File: src/design/hdc_pkg.sv
package hdc_pkg;

    // ---------------------------------------------------------
    // hypervector and memory sizing
    // ---------------------------------------------------------

    // one generator word per hypervector
    localparam int DIM     = 32;
    // item memory depth is 2**ADDR_W, so item_memory_num tops out at 1023
    localparam int ADDR_W  = 10;
    // one core's slot in an input beat, low ADDR_W bits used
    localparam int FIELD_W = 16;
    // per-bit counters and beat counter, 255 beats max
    localparam int COUNT_W = 8;

    // ---------------------------------------------------------
    // control register map
    // ---------------------------------------------------------

    // decoded byte offset width
    localparam int AXIL_OFFS_W = 12;
    // bit 1 run, bit 0 gen
    localparam logic [AXIL_OFFS_W-1:0] REG_CTRL     = 12'h000;
    // item_memory_num in bits 9:0
    localparam logic [AXIL_OFFS_W-1:0] REG_ITEM_NUM = 12'h004;

    // ---------------------------------------------------------
    // xorshift generator
    // ---------------------------------------------------------

    // state held here whenever gen is low
    localparam logic [DIM-1:0] XORSHIFT_SEED = 32'h2463_534a;
    // shift amounts of one step
    localparam int XS_SHL_A = 13;
    localparam int XS_SHR_B = 17;
    localparam int XS_SHL_C = 5;

endpackage

File: src/design/axil_regs.sv
`timescale 1ns/1ps

module axil_regs (
    input  logic                        AXIS_ACLK,
    input  logic                        S_AXI_ARESETN,
    input  logic [31:0]                 S_AXI_AWADDR,
    input  logic                        S_AXI_AWVALID,
    output logic                        S_AXI_AWREADY,
    input  logic [31:0]                 S_AXI_WDATA,
    input  logic [3:0]                  S_AXI_WSTRB,
    input  logic                        S_AXI_WVALID,
    output logic                        S_AXI_WREADY,
    input  logic                        S_AXI_BREADY,
    output logic [1:0]                  S_AXI_BRESP,
    output logic                        S_AXI_BVALID,
    input  logic [31:0]                 S_AXI_ARADDR,
    input  logic                        S_AXI_ARVALID,
    output logic                        S_AXI_ARREADY,
    input  logic                        S_AXI_RREADY,
    output logic [31:0]                 S_AXI_RDATA,
    output logic [1:0]                  S_AXI_RRESP,
    output logic                        S_AXI_RVALID,
    input  logic                        gen_done,
    output logic                        run,
    output logic                        gen,
    output logic [hdc_pkg::ADDR_W-1:0]  item_memory_num
);
    import hdc_pkg::*;

    // slave states
    localparam logic [2:0] ST_IDLE = 3'd0;
    // address taken, data pending
    localparam logic [2:0] ST_AW   = 3'd1;
    // data taken, address pending
    localparam logic [2:0] ST_W    = 3'd2;
    // both taken, response out
    localparam logic [2:0] ST_AWW  = 3'd3;
    // read data being fetched
    localparam logic [2:0] ST_AR1  = 3'd4;
    // read data out
    localparam logic [2:0] ST_AR2  = 3'd5;

    logic [2:0]             state;
    logic [AXIL_OFFS_W-1:2] wr_addr;
    logic [AXIL_OFFS_W-1:2] rd_addr;
    logic [31:0]            wr_data;
    logic [3:0]             wr_strb;
    logic                   wr_go;
    logic [AXIL_OFFS_W-1:0] wr_offs;
    logic [AXIL_OFFS_W-1:0] rd_offs;

    assign wr_offs = {wr_addr, 2'b00};
    assign rd_offs = {rd_addr, 2'b00};

    // ---------------------------------------------------------
    // handshake
    // ---------------------------------------------------------

    assign S_AXI_AWREADY = (state == ST_IDLE) || (state == ST_W);
    assign S_AXI_WREADY  = (state == ST_IDLE) || (state == ST_AW);
    // a read waits while a write is offered in idle
    assign S_AXI_ARREADY = (state == ST_IDLE) && !S_AXI_AWVALID && !S_AXI_WVALID;
    assign S_AXI_BVALID  = (state == ST_AWW);
    assign S_AXI_RVALID  = (state == ST_AR2);
    // always OKAY
    assign S_AXI_BRESP   = 2'b00;
    assign S_AXI_RRESP   = 2'b00;

    always_ff @(posedge AXIS_ACLK) begin
        if (!S_AXI_ARESETN) begin
            state <= ST_IDLE;
            wr_go <= 1'b0;
        end else begin
            // one-cycle strobe on entering ST_AWW
            wr_go <= 1'b0;
            case (state)
                ST_IDLE: begin
                    if (S_AXI_AWVALID && S_AXI_WVALID) begin
                        state <= ST_AWW;
                        wr_go <= 1'b1;
                    end else if (S_AXI_AWVALID) begin
                        state <= ST_AW;
                    end else if (S_AXI_WVALID) begin
                        state <= ST_W;
                    end else if (S_AXI_ARVALID) begin
                        state <= ST_AR1;
                    end
                end
                ST_AW: begin
                    if (S_AXI_WVALID) begin
                        state <= ST_AWW;
                        wr_go <= 1'b1;
                    end
                end
                ST_W: begin
                    if (S_AXI_AWVALID) begin
                        state <= ST_AWW;
                        wr_go <= 1'b1;
                    end
                end
                ST_AWW: begin
                    if (S_AXI_BREADY) begin
                        state <= ST_IDLE;
                    end
                end
                // rdata is loaded here
                ST_AR1: state <= ST_AR2;
                ST_AR2: begin
                    if (S_AXI_RREADY) begin
                        state <= ST_IDLE;
                    end
                end
                default: state <= ST_IDLE;
            endcase
        end
    end

    // address and data capture on each handshake
    always_ff @(posedge AXIS_ACLK) begin
        if (S_AXI_AWVALID && S_AXI_AWREADY) begin
            wr_addr <= S_AXI_AWADDR[AXIL_OFFS_W-1:2];
        end
        if (S_AXI_WVALID && S_AXI_WREADY) begin
            wr_data <= S_AXI_WDATA;
            wr_strb <= S_AXI_WSTRB;
        end
        if (S_AXI_ARVALID && S_AXI_ARREADY) begin
            rd_addr <= S_AXI_ARADDR[AXIL_OFFS_W-1:2];
        end
    end

    // ---------------------------------------------------------
    // registers
    // ---------------------------------------------------------

    always_ff @(posedge AXIS_ACLK) begin
        if (!S_AXI_ARESETN) begin
            run             <= 1'b0;
            gen             <= 1'b0;
            item_memory_num <= '0;
        end else begin
            // generation finished
            if (gen_done) begin
                gen <= 1'b0;
            end
            // a ctrl write in the same cycle wins over gen_done
            if (wr_go && wr_offs == REG_CTRL && wr_strb[0]) begin
                run <= wr_data[1];
                gen <= wr_data[0];
            end
            if (wr_go && wr_offs == REG_ITEM_NUM) begin
                if (wr_strb[0]) begin
                    item_memory_num[7:0] <= wr_data[7:0];
                end
                if (wr_strb[1]) begin
                    item_memory_num[ADDR_W-1:8] <= wr_data[ADDR_W-1:8];
                end
            end
        end
    end

    // unmapped offsets read zero
    always_ff @(posedge AXIS_ACLK) begin
        if (state == ST_AR1) begin
            S_AXI_RDATA <= '0;
            case (rd_offs)
                REG_CTRL:     S_AXI_RDATA[1:0] <= {run, gen};
                REG_ITEM_NUM: S_AXI_RDATA[ADDR_W-1:0] <= item_memory_num;
                default:      S_AXI_RDATA <= '0;
            endcase
        end
    end

    // one response channel active at a time
    assert property (@(posedge AXIS_ACLK) disable iff (!S_AXI_ARESETN)
        !(S_AXI_BVALID && S_AXI_RVALID));

endmodule

File: config.mk
export PLATFORM = sky130hd
export DESIGN_NAME = axil_regs
export DESIGN_NICKNAME = d
export VERILOG_FILES = /design/src/design/hdc_pkg.sv /design/src/design/axil_regs.sv
export SDC_FILE = /design/constraint.sdc
export NUM_CORES = 1
export LEC_CHECK = 0
export ABC_AREA = 1
export BUFFER_PORTS_ARGS = -buffer_cell sky130_fd_sc_hd__buf_4
export CORE_MARGIN = 10
export CORE_UTILIZATION = 23
export DETAILED_ROUTE_END_ITERATION = 10
export PLACE_DENSITY = 0.45
export SYNTH_ARGS = -nofsm -noshare
export SYNTH_HDL_FRONTEND = slang
export SYNTH_SLANG_ARGS = --single-unit
File: constraint.sdc
create_clock -name AXIS_ACLK -period 2.2 [get_ports AXIS_ACLK]
set_clock_uncertainty 0.1 [all_clocks]
set_input_delay 0.44 -clock AXIS_ACLK [delete_from_list [all_inputs] [get_ports AXIS_ACLK]]
set_output_delay 0.44 -clock AXIS_ACLK [all_outputs]
set_load 0.02 [all_outputs]
# Word-level counts from Yosys, hierarchy flattened
# Cells that the tools add are included.
[totals]
register_bits = 58
latchBits = 0
ramBits = 0
mem_bits_ro = 0
inputBits = 108
output_inout_bits = 53
elab_cells = 60
memories = 0
[op_classes]
add_sub_neg = 0
n_mul = 0
n_div = 0
magnitude_cmp = 0
n_eq_ne = 12
n_shift = 0
n_mux = 16
bitwise = 0
n_reduce_logical = 20
[op_table]
columns = ["op", "count"]
rows = [
  ["$logic_not 12->1", 2],
  ["$mux 3", 8],
  ["$eq 10x1->1 const B", 2],
  ["$pmux 3 s6", 1],
  ["$logic_and 1x1->1", 9],
  ["$ne 2x2->1 const B", 4],
  ["$eq 3x2->1 const B", 2],
  ["$eq 3x3->1 const B", 2],
  ["$mux 1", 5],
  ["$ne 5x4->1 const B", 1],
  ["$reduce_and 5->1", 1],
  ["$pmux 2 s2", 1],
  ["$reduce_and 2->1", 2],
  ["$eq 3x1->1 const B", 1],
  ["$logic_not 3->1", 1],
  ["$pmux 1 s3", 1],
  ["$logic_not 1->1", 2],
  ["$logic_or 1x1->1", 2],
  ["$reduce_bool 2->1", 1],
]

# Longest topological paths before layout
# Gate-level depths: netlist of the first run.
[depth]
ltp_word = 5
ltp_mapped = 9
mapped_depth_nobuf = 8

# Least setup slack after synthesis of the first run
# OpenSTA, ideal clock, no wires.
[synth_path]
kind = "register to register"
from = "register state[1]"
to = "register rd_addr[10] in the netlist's numbering (enable)"
setup_time_ns = 0.390
t_arrival_ns = 1.503
required_time_ns = 1.710
slack_ns = 0.207
stages_incl_launch_ff = 7
synth_period_minus_slack_ns = 1.993
cell_sequence = "dfxtp_1 -> buf_6 -> inv_2 -> nand2_1 -> nor2_1 -> inv_1 -> nor3_1"
[synth_between]
elab_chain_len = 4
[synth_lines]
columns = ["element", "line", "source"]
rows = [
  ["from (decl)", "axil_regs.sv:43", "logic [2:0] state;"],
  ["from (signal assigned)", "axil_regs.sv:71", "state <= ST_IDLE;"],
  ["from (signal assigned)", "axil_regs.sv:79", "state <= ST_AWW;"],
  ["from (signal assigned)", "axil_regs.sv:82", "state <= ST_AW;"],
  ["$logic_not 3->1", "axil_regs.sv:62", "assign S_AXI_ARREADY = (state == ST_IDLE) && !S_AXI_AWVALID && !S_AXI_WVALID;"],
  ["$logic_and 1x1->1 (2 in series)", "axil_regs.sv:62", ""],
  ["$logic_and 1x1->1", "axil_regs.sv:127", "if (S_AXI_ARVALID && S_AXI_ARREADY) begin"],
  ["to (signal assigned)", "axil_regs.sv:128", "rd_addr <= S_AXI_ARADDR[AXIL_OFFS_W-1:2];"],
  ["to (decl)", "axil_regs.sv:45", "logic [AXIL_OFFS_W-1:2] rd_addr;"],
]
# No other way between the ends.
# A chain may end at the register's enable or synchronous reset.

# Worst setup path after layout of the first run
[layout_path]
from = "register state[1]"
to = "output S_AXI_ARREADY"
[layout_between]
elab_chain_len = 3
[layout_lines]
columns = ["element", "line", "source"]
rows = [
  ["$logic_not 3->1", "axil_regs.sv:62", ""],
  ["$logic_and 1x1->1 (2 in series)", "axil_regs.sv:62", ""],
  ["to (decl)", "axil_regs.sv:18", "output logic S_AXI_ARREADY,"],
]
# No other way between the ends.

==> metrics.csv, run 1 <==
stage;metric;value;unit
status;outcome;finished, final reports clean;
clock_tree;total CTS buffers;9;
yosys;count of cell types in the netlist;23;
critical_path;Setup crit end kind;primary output;
clock_tree;htree depth;3;
critical_path;CP max stage delay;500;ps
yosys;Synth Area in Compound Gates;5.31;%
detailed_routing;final wirelength;5.62;mm
yosys;largest family of logic cells by synthesized area;simple AND/OR/NAND/NOR gates;
grt;first-pass GRT wire length;9.11;mm
clock_tree;CTS tree;built;
detailed_routing;antenna-violating nets left;0;
critical_path;CP bufs+invs;3;
pwr;Leak;1.30;nW
grt;grt met1 use;8.53;%
yosys;XOR/XNOR share of the synthesized area;0;%
grt;GRT Total Usage;7.48;%
clock_tree;Worst-Skew Late Latency;330;ps
pwr;internal power;0.00200;W
sta;Total Neg Setup Slack;0;ps
critical_path;reg-to-reg setup timing slack;400;ps
sta;max-slew violations;0;
cells_and_area;Total Nets Final;419;
sta;period utilization;92.8;%
worst_hold_path;HP Class;input port to flip-flop;
critical_path;delay-heaviest family, CP;flip-flops;
pwr;Gate power share;24.0;%
job;Max-Cap Viols;0;
cells_and_area;Antenna Cells;0;
yosys;Synth Area in Simple Gates;17.6;%
placement;gpl congestion;0.789;
pwr;Seq pwr share;49.3;%
clock_tree;CTS Hold Bufs;0;
clock_tree;clock buffer depth;2;
sta;RSZ-0062 raised after global routing;false;
critical_path;Worst Path Arrival;1500;ps
cells_and_area;Area Overhead vs Synth;28.8;%
clock_tree;Post CTS Setup Buffer Count;0;
grt;largest net degree at the start of global routing;21;
critical_path;critical path, cell by cell;inv_2 -> nand2_1 -> nor2_2 -> inv_1 -> nor2_1 -> buf_4;
detailed_routing;DRT iter0 DRCs;86;
floorplanning;Top Ports;161;
worst_hold_path;worst hold start;S_AXI_ARADDR[3];
critical_path;crit-path max FO;8;
sta;Fin. Hold Viols;0;
floorplanning;initial core utilization;23.3;%
critical_path;startpoint types;flip-flop;
yosys;#FFs+latches synth;58;
clock_tree;root buffer cell;clkbuf_8;
floorplanning;die area;15400;µm²
critical_path;kind of critical path;flip-flop to primary output;
cells_and_area;proportion of layout cells with a drive suffix above 1;30.2;%
critical_path;R2R Path Start;state[1]$_SDFFE_PN0P_;
yosys;multiplexer share of the synthesized area;0;%
yosys;Post-Syn Area per Cell;10.6;µm²
worst_hold_path;Hold EP;rd_addr[3]$_DFFE_PP_;
clock_tree;CTS clock-pin slew for the worst setup and hold paths;60;ps
grt;met2 Track Usage GR;10.1;%
detailed_routing;wire per inst;12.3;µm
critical_path;Critical Path RT;1660;ps
clock_tree;Sink Count;58;
grt;Most Crowded Layer GR;met2;
grt;number of global-route vias before repair;1750;
pwr;sw power;0.000924;W
worst_hold_path;hold depth;1;
cells_and_area;FILL cells;1132;
floorplanning;Die Width;124;µm
critical_path;CP max stage cell;dfxtp_1;
grt;GR Util met3;4.51;%
grt;initial antenna violation count;0;
clock_tree;post_cts resized;0;
detailed_routing;TritonRoute pass-1 iters;4;
critical_path;R2R depth;6;
detailed_routing;vias per cell;3.67;
cells_and_area;area of the multi-input gates;673;µm²
pwr;Clock Power Share;26.6;%
pwr;peak supply drop;0.000499;V
yosys;register area share after synthesis;63.3;%
yosys;Yosys warnings;0;
sta;Max Fclk;490;MHz
grt;grt ovf;0;
detailed_routing;routed vias;1671;
placement;number of port buffers;66;
yosys;Synth Area in Adders;0;%
pwr;sw frac;31.6;%
yosys;Post-Syn Area;2500;µm²
cells_and_area;register area;1580;µm²
placement;post-DP HPWL;4.47;mm
sta;final worst path period need;2040;ps
floorplanning;# rows;38;
pwr;Power, Total;0.00292;W
detailed_routing;DRC Markers;0;
critical_path;reg2reg end;rd_addr[7]$_DFFE_PP_;
floorplanning;Die Height;124;µm
sta;setup violators final;0;
pwr;P per Cell Area;907;nW/µm²
floorplanning;core area;10700;µm²
yosys;post-synthesis cell count;236;
[cell usage after synthesis]
| cell | instances | area share [%] |
|---|---|---|
| conb_1 | 1 | 0.15 |
| clkbuf_1 | 1 | 0.15 |
| nor2_1 | 35 | 5.3 |
| nand4_1 | 4 | 1.0 |
| nor3_1 | 3 | 0.60 |
| nand2_1 | 26 | 3.9 |
| o21ai_2 | 1 | 0.35 |
| buf_6 | 2 | 0.90 |
| edfxtp_1 | 42 | 50 |
| nand3_1 | 6 | 1.2 |
| nor3b_1 | 1 | 0.30 |
| nor3_2 | 1 | 0.40 |
| nand3b_1 | 10 | 3.0 |
| dfxtp_1 | 16 | 13 |
| a21oi_2 | 1 | 0.35 |
| inv_2 | 3 | 0.45 |
| inv_1 | 25 | 3.8 |
| nor2_2 | 3 | 0.75 |
| buf_2 | 3 | 0.60 |
| nand3_2 | 3 | 1.2 |
| buf_4 | 26 | 7.8 |
| a21oi_1 | 18 | 3.6 |
| o21ai_0 | 5 | 1.0 |
[power by group through the flow]
| stage | sequential [W] | clock (W) | combinational [W] |
|---|---|---|---|
| after floorplan | 0.00145 | 0 | 0.000507 |
| after global placement | 0.00146 | 0 | 0.000691 |
| after detailed placement | 0.00146 | 0 | 0.000700 |
| after CTS | 0.00144 | 0.000824 | 0.000702 |
| after global routing | 0.00146 | 0.000880 | 0.000793 |
| final | 0.00144 | 0.000778 | 0.000701 |
[flip-flops by register name, indices dropped and copies added (netlist names)]
signal,cells
S_AXI_RDATA,10
item_memory_num,10
rd_addr,10
wr_addr,10
wr_data,10
state,3
wr_strb,2
gen,1
run,1
wr_go,1
[worst max path at each step]
stage	startpoint	to	slack, ps	depth (start not counted)
5_1_grt	state[1]$_SDFFE_PN0P_	S_AXI_ARREADY	20	6
3_3_place_gp	state[1]$_SDFFE_PN0P_	rd_addr[7]$_DFFE_PP_	370	6
2_1_floorplan	state[1]$_SDFFE_PN0P_	rd_addr[10]$_DFFE_PP_	210	6
3_5_place_dp	state[1]$_SDFFE_PN0P_	rd_addr[3]$_DFFE_PP_	410	6
4_1_cts	state[1]$_SDFFE_PN0P_	S_AXI_ARREADY	130	6
6_report	state[1]$_SDFFE_PN0P_	S_AXI_ARREADY	160	6
[cells in the final DEF, fill, tap and decap left out, types with 4 or more instances in the layout]
| cell | count |
|---|---|
| nor2_1 | 34 |
| nand2_1 | 26 |
| inv_1 | 25 |
| nand4_1 | 4 |
| clkbuf_8 | 9 |
| dfxtp_1 | 16 |
| nand3b_1 | 10 |
| o21ai_0 | 5 |
| buf_4 | 71 |
| a21oi_1 | 18 |
| edfxtp_1 | 42 |
| nand3_1 | 6 |
| nor2_2 | 4 |
| conb_1 | 26 |
[through the flow]
stage	utilization [%]	instances	cell area (µm²)	hold WS (ps)	setup WS, ps
global route	30.0	455	3220	147	15.4
CTS	29.9	455	3220	153	128
floorplan	-	261	2590	382	207
detailed placement	28.5	440	3070	400	407
global placement	28.5	440	3070	398	370
finish	30.0	455	3220	183	159
[cell type report]
cell class | instances | share of cell area, %
Timing Repair Buffer | 71 | 16.6
Sequential cell | 58 | 49.1
Tap cell | 140 | 5.44
Clock inverter | 4 | 0.622
Inverter | 28 | 3.26
Multi-Input combinational cell | 143 | 20.9
Clock buffer | 11 | 4.08
[metal layers]
metal	part of all wire [%]	vias up	wire (µm)
li1	-	876	-
met1	43	715	2400
met2	43	70	2440
met3	11	10	633
met4	2.7	0	150
met5	0	-	0
[cells by family after synthesis]
family | count (synthesis)
other cells | 1
buf+inv | 60
flops | 58
simple gates | 92
compound gates | 25
(Power assumes the default switching activity.)
==> inputs of run 2 (changes only) <==
--- a/config.mk
+++ b/config.mk
@@ -6,7 +6,7 @@
 export NUM_CORES = 1
 export LEC_CHECK = 0
 export ABC_AREA = 1
-export BUFFER_PORTS_ARGS = -buffer_cell sky130_fd_sc_hd__buf_4
+export BUFFER_PORTS_ARGS = -buffer_cell sky130_fd_sc_hd__buf_2
 export CORE_MARGIN = 10
 export CORE_UTILIZATION = 23
 export DETAILED_ROUTE_END_ITERATION = 10
==> constraint.sdc (replaced) <==
create_clock -name AXIS_ACLK -period 2.52 [get_ports AXIS_ACLK]
set_clock_uncertainty 0.1 [all_clocks]
set_input_delay 0.504 -clock AXIS_ACLK [delete_from_list [all_inputs] [get_ports AXIS_ACLK]]
set_output_delay 0.504 -clock AXIS_ACLK [all_outputs]
set_load 0.02 [all_outputs]
==> run 2 against run 1 <==
Against the previous run: hold slack gained 55 ps; sequential share of layout area increased by 0.83 points; non-clock buffer count unchanged; combinational power is 20% lower; critical path depth did not move; total power up 1.1%; routed wire length grew 0.93%; first-iteration DRC count increased by 1.2%; final area decreased by 1.7%; critical endpoint unchanged.
==> metrics.csv, run 2 (same netlist as run 1, synthesis figures left out) <==
stage;metric;value;unit
clock_tree;Worst-Skew Late Latency;340;ps
critical_path;delay-heaviest family, CP;buffers and inverters;
cells_and_area;Area Overhead vs Synth;26.6;%
cells_and_area;area of the multi-input gates;671;µm²
sta;period utilization;82.9;%
sta;max-slew violations;0;
grt;initial antenna violation count;0;
critical_path;CP max stage delay;400;ps
critical_path;crit-path max FO;8;
critical_path;startpoint types;flip-flop;
pwr;peak supply drop;0.000406;V
critical_path;CP Depth;6;
cells_and_area;most common cell after layout, fill and taps aside;buf_2;
floorplanning;Die Height;124;µm
detailed_routing;DRT iter0 DRCs;87;
status;outcome;finished, final reports clean;
placement;Post-DP Area;2900;µm²
job;Max-Cap Viols;0;
grt;GRT Total Usage;7.33;%
floorplanning;Top Ports;161;
clock_tree;CTS tree;built;
critical_path;Critical Path RT;1920;ps
grt;first-pass GRT wire length;8.94;mm
grt;number of global-route vias before repair;1705;
worst_hold_path;worst hold start;S_AXI_AWADDR[4];
critical_path;R2R depth;6;
placement;post-DP HPWL;4.45;mm
critical_path;CP bufs+invs;3;
cells_and_area;Total Nets Final;419;
detailed_routing;routed vias;1714;
sta;Fin. Hold Viols;0;
pwr;Leak;1.31;nW
cells_and_area;Antenna Cells;0;
sta;Max Fclk;478;MHz
clock_tree;CTS Hold Bufs;0;
critical_path;Most common cell on crit path;nor2_1;
sta;setup violators final;0;
clock_tree;clock buffer depth;2;
detailed_routing;antenna-violating nets left;0;
critical_path;reg2reg end;rd_addr[6]$_DFFE_PP_;
placement;number of port buffers;66;
cells_and_area;Core Util, Final;29.5;%
placement;gpl congestion;0.791;
cells_and_area;post-route cell area;3170;µm²
floorplanning;die area;15400;µm²
floorplanning;Die Width;124;µm
sta;Total Neg Setup Slack;0;ps
cells_and_area;proportion of layout cells with a drive suffix above 1;31.3;%
clock_tree;Sink Count;58;
clock_tree;htree depth;3;
critical_path;CP startpoint;state[1]$_SDFFE_PN0P_;
detailed_routing;TritonRoute pass-1 iters;4;
critical_path;CP endpoint;S_AXI_ARREADY;
detailed_routing;vias per cell;3.76;
critical_path;Worst Path Arrival;1490;ps
floorplanning;initial core utilization;23.3;%
sta;final worst path period need;2090;ps
worst_hold_path;HP Class;input port to flip-flop;
cells_and_area;FILL cells;1182;
clock_tree;CTS clock-pin slew for the worst setup and hold paths;70;ps
critical_path;CP max stage cell;dfxtp_1;
clock_tree;root buffer cell;clkbuf_8;
detailed_routing;final wirelength;5.67;mm
pwr;P per Cell Area;932;nW/µm²
grt;grt ovf;0;
cells_and_area;register area;1580;µm²
grt;largest net degree at the start of global routing;21;
floorplanning;core area;10700;µm²
critical_path;Setup crit end kind;primary output;
critical_path;reg-to-reg setup timing slack;700;ps
clock_tree;total CTS buffers;9;
clock_tree;post_cts resized;0;
clock_tree;Post CTS Setup Buffer Count;0;
detailed_routing;wire per inst;12.4;µm
critical_path;kind of critical path;flip-flop to primary output;
floorplanning;# rows;38;
detailed_routing;DRC Markers;0;
critical_path;R2R Path Start;state[1]$_SDFFE_PN0P_;
sta;RSZ-0062 raised after global routing;false;
critical_path;critical path, cell by cell;inv_2 -> nand2_1 -> nor2_1 -> inv_1 -> nor2_1 -> buf_2;
cells_and_area;most frequent cells in the layout;buf_2 (66), edfxtp_1 (42), nor2_1 (35), nand2_1 (26), conb_1 (26);
-- run 2: changes by cell type in the layout (fill, tap and decap cells not counted), sizes merged --
cell	previous run	this run
clkbuf	11	9
bufinv	0	4
clkinv	3	2
-- run 2: metrics by stage --
step                      power (W)  setup WS [ps]  hold WS, ps  instances
after floorplan             0.00171            527          382        261
after global placement      0.00184            693          391        440
final                       0.00295            430          238        456
after detailed placement    0.00184            698          395        440
after global routing        0.00313            249          206        456
after CTS                   0.00300            396          212        456
-- run 2: worst min-delay path by stage --
stage                                       to  slack [ps]  depth (start not counted)
3_3_place_gp   item_memory_num[9]$_SDFFE_PN0P_         390                          2
2_1_floorplan                 run$_SDFFE_PN0P_         380                          2
6_report                  wr_addr[4]$_DFFE_PP_         240                          1
5_1_grt                   wr_addr[7]$_DFFE_PP_         210                          1
4_1_cts                  wr_addr[10]$_DFFE_PP_         210                          1
3_5_place_dp   item_memory_num[8]$_SDFFE_PN0P_         400                          2
-- run 2: routing by layer --
| metal | track usage (%) | wire length, µm | vias up |
|---|---|---|---|
| met5 | 0 | 0 | - |
| met4 | 5.14 | 142 | 0 |
| met3 | 3.40 | 502 | 11 |
| met2 | 9.93 | 2410 | 70 |
| met1 | 8.95 | 2620 | 753 |
| li1 | - | - | 880 |
-- run 2: final cells by class --
cell class / count / area share [%]
repair buffers: 71 / 11.6
well taps: 140 / 5.53
multi-input cells: 143 / 21.2
flip-flops and latches: 58 / 50.0
clock inverters: 7 / 4.47
inverters: 28 / 3.32
clock buffers: 9 / 3.91
-- run 2: power breakdown --
part	switching (W)	total [W]	internal, W
logic	0.000387	0.000562	0.000174
clock network	0.000376	0.00113	0.000756
registers	0.0000737	0.00126	0.00118
==> inputs of run 3 (changes only) <==
--- a/config.mk
+++ b/config.mk
@@ -5,12 +5,12 @@
 export SDC_FILE = /design/constraint.sdc
 export NUM_CORES = 1
 export LEC_CHECK = 0
-export ABC_AREA = 1
+export ABC_AREA = 0
 export BUFFER_PORTS_ARGS = -buffer_cell sky130_fd_sc_hd__buf_2
 export CORE_MARGIN = 10
 export CORE_UTILIZATION = 23
 export DETAILED_ROUTE_END_ITERATION = 10
-export PLACE_DENSITY = 0.45
+export PLACE_DENSITY = 0.48
 export SYNTH_ARGS = -nofsm -noshare
 export SYNTH_HDL_FRONTEND = slang
 export SYNTH_SLANG_ARGS = --single-unit
==> constraint.sdc (replaced) <==
create_clock -name AXIS_ACLK -period 1.7 [get_ports AXIS_ACLK]
set_clock_uncertainty 0.1 [all_clocks]
set_input_delay 0.34 -clock AXIS_ACLK [delete_from_list [all_inputs] [get_ports AXIS_ACLK]]
set_output_delay 0.34 -clock AXIS_ACLK [all_outputs]
set_load 0.02 [all_outputs]
==> run 3 against run 2 <==
Against the previous run: the flow now finishes with violations (setup timing); sequential power increased by 27%; critical endpoint is now run$_SDFFE_PN0P_; combinational power decreased by 63%; setup slack lost 560 ps.
==> metrics.csv, run 3 <==
stage;metric;value;unit
placement;number of port buffers;66;
critical_path;Setup crit end kind;flip-flop;
clock_tree;Worst-Skew Late Latency;330;ps
yosys;top post-synthesis cells by area;edfxtp_1 (55%), dfxtp_1 (14%), buf_4 (8.4%), mux2i_1 (6.1%), nand2_1 (3.9%);
floorplanning;Die Width;120;µm
floorplanning;die area;14500;µm²
detailed_routing;DRC Markers;0;
pwr;P per Cell Area;986;nW/µm²
cells_and_area;FILL cells;1051;
yosys;Post-Syn Area;2310;µm²
yosys;Yosys top cell by area;edfxtp_1;
status;outcome;finished with violations;
grt;first-pass GRT wire length;8.11;mm
critical_path;crit-path max FO;3;
placement;gpl congestion;0.725;
placement;post-DP HPWL;4.10;mm
sta;PnR worst setup slack;-126;ps
yosys;count of cell types in the netlist;30;
clock_tree;root buffer cell;clkbuf_8;
grt;met2 Track Usage GR;11.8;%
grt;grt ovf;0;
critical_path;Critical Path RT;1820;ps
grt;initial antenna violation count;0;
yosys;most common cell in the netlist;edfxtp_1;
detailed_routing;wire per inst;13.2;µm
yosys;Post-synth top flop;edfxtp_1;
yosys;asr flop ratio synth;0;%
detailed_routing;routed vias;1411;
sta;Max Fclk;548;MHz
grt;GR Util met3;3.35;%
floorplanning;Die Height;120;µm
sta;hold_ws;76.8;ps
cells_and_area;most frequent cells in the layout;buf_2 (66), edfxtp_1 (42), conb_1 (26), nand2_1 (24), mux2i_1 (14);
floorplanning;core area;9770;µm²
sta;setup violators final;10;
yosys;Post-Syn Area per Cell;13.4;µm²
grt;Most Crowded Layer GR;met2;
cells_and_area;register area;1590;µm²
detailed_routing;vias per cell;3.66;
floorplanning;initial core utilization;23.7;%
floorplanning;Top Ports;161;
yosys;#FFs+latches synth;58;
floorplanning;# rows;36;
clock_tree;CTS tree;built;
pwr;peak supply drop;0.000371;V
sta;period utilization;107;%
clock_tree;Post CTS Setup Buffer Count;0;
pwr;Power, Total;0.00291;W
cells_and_area;most common cell after layout, fill and taps aside;buf_2;
cells_and_area;Antenna Cells;0;
yosys;top cells by count, synth;edfxtp_1 (42), buf_4 (26), nand2_1 (24);
yosys;post-synthesis cell count;172;
clock_tree;CTS clock-pin slew for the worst setup and hold paths;70;ps
cells_and_area;proportion of layout cells with a drive suffix above 1;39.1;%
detailed_routing;antenna-violating nets left;0;
sta;final worst path period need;1830;ps
cells_and_area;Area Overhead vs Synth;27.4;%
job;Max-Cap Viols;0;
detailed_routing;TritonRoute pass-1 iters;2;
critical_path;kind of critical path;flip-flop to flip-flop;
critical_path;startpoint types;flip-flop;
detailed_routing;final wirelength;5.11;mm
critical_path;Worst Path Arrival;1940;ps
clock_tree;clock buffer depth;2;
grt;largest net degree at the start of global routing;23;
clock_tree;htree depth;3;
grt;number of global-route vias before repair;1563;
status;violated checks;setup timing;
cells_and_area;area of the multi-input gates;634;µm²
detailed_routing;DRT iter0 DRCs;18;
grt;GRT Total Usage;7.38;%
cells_and_area;Total Nets Final;356;
grt;grt met1 use;7.39;%
yosys;Synth top area share;54.5;%
clock_tree;Sink Count;58;
yosys;EDFF count, synth;42;
worst_hold_path;HP Class;input port to flip-flop;
sta;RSZ-0062 raised after global routing;true;
sta;Fin. Hold Viols;0;
yosys;register area share after synthesis;68.4;%
clock_tree;CTS Hold Bufs;0;
clock_tree;total CTS buffers;9;
pwr;Leak;1.17;nW
sta;max-slew violations;0;
yosys;Yosys warnings;0;
-- run 3: cell types whose count changed in the layout (fill, tap and decap cells not counted), moves of 4 or more --
cell / before / now
mux2i_1: 0 / 14
inv_1: 25 / 1
nand3b_1: 10 / 1
and2_1: 0 / 9
bufinv_16: 4 / 0
nand4_1: 4 / 0
o21ai_0: 5 / 0
nand3_1: 6 / 2
nor2_1: 35 / 5
a21oi_1: 18 / 1
-- run 3: per-stage QoR --
step | setup WS [ps] | utilization (%) | TNS [ps] | cell area, µm² | instances
after floorplan | -183 | - | -5080 | 2420 | 197
after CTS | -132 | 30.1 | -878 | 2940 | 386
after detailed placement | -136 | 28.3 | -896 | 2760 | 370
after global routing | -161 | 30.1 | -1350 | 2950 | 386
final | -126 | 30.1 | -598 | 2950 | 386
after global placement | -96.8 | 28.3 | -360 | 2760 | 370
-- run 3: power breakdown --
part           total (W)  internal [W]  switching (W)
registers        0.00160       0.00157      0.0000243
logic           0.000207     0.0000671       0.000140
clock network    0.00110      0.000593       0.000507
-- run 3: kinds of logic after synthesis --
family	share of synthesized area (%)
DFF	68.4
other	0.162
AOI/OAI and AO/OA	1.52
muxes	6.06
buffers and inverters	9.58
and+or+nand+nor	14.3
-- run 3: path summary, 6_finish.rpt --
path / from / endpoint / slack, ps / cells after the start
hold / removal: S_AXI_AWADDR[10] / wr_addr[10]$_DFFE_PP_ / 80 / 1
setup / recovery: wr_addr[4]$_DFFE_PP_ / run$_SDFFE_PN0P_ / -130 / 3
hold reg to reg: item_memory_num[5]$_SDFFE_PN0P_ / item_memory_num[5]$_SDFFE_PN0P_ / 360 / 2
setup reg to reg: wr_addr[4]$_DFFE_PP_ / run$_SDFFE_PN0P_ / -130 / 3
-- run 3: routing by layer --
| layer | routed length, µm | part of all wire [%] | vias to the layer above |
|---|---|---|---|
| met5 | 0 | 0 | - |
| met4 | 147 | 2.9 | 0 |
| met3 | 433 | 8.5 | 12 |
| met2 | 2470 | 48 | 52 |
| met1 | 2060 | 40 | 640 |
| li1 | - | - | 707 |
-- run 3: area by class of cell --
cell class	count	share of cell area, %
Clock buffer	12	5.27
Inverter	2	0.255
Tap cell	133	5.65
Multi-Input combinational cell	106	21.5
Clock inverter	4	0.594
Sequential cell	58	53.8
Timing Repair Buffer	71	12.9
-- run 3: what timing repair did --
item	4_1_cts	5_1_grt
gates resized for setup	3	2
pin swaps	2	3
endpoints found under the setup margin	14	15
gates cloned	0	0
-- run 3: critical path, cell delays in order (launching register included) --
cell and delay (ps):
edfxtp_1 370, or4b_4 590, or4_4 520, mux2i_1 130
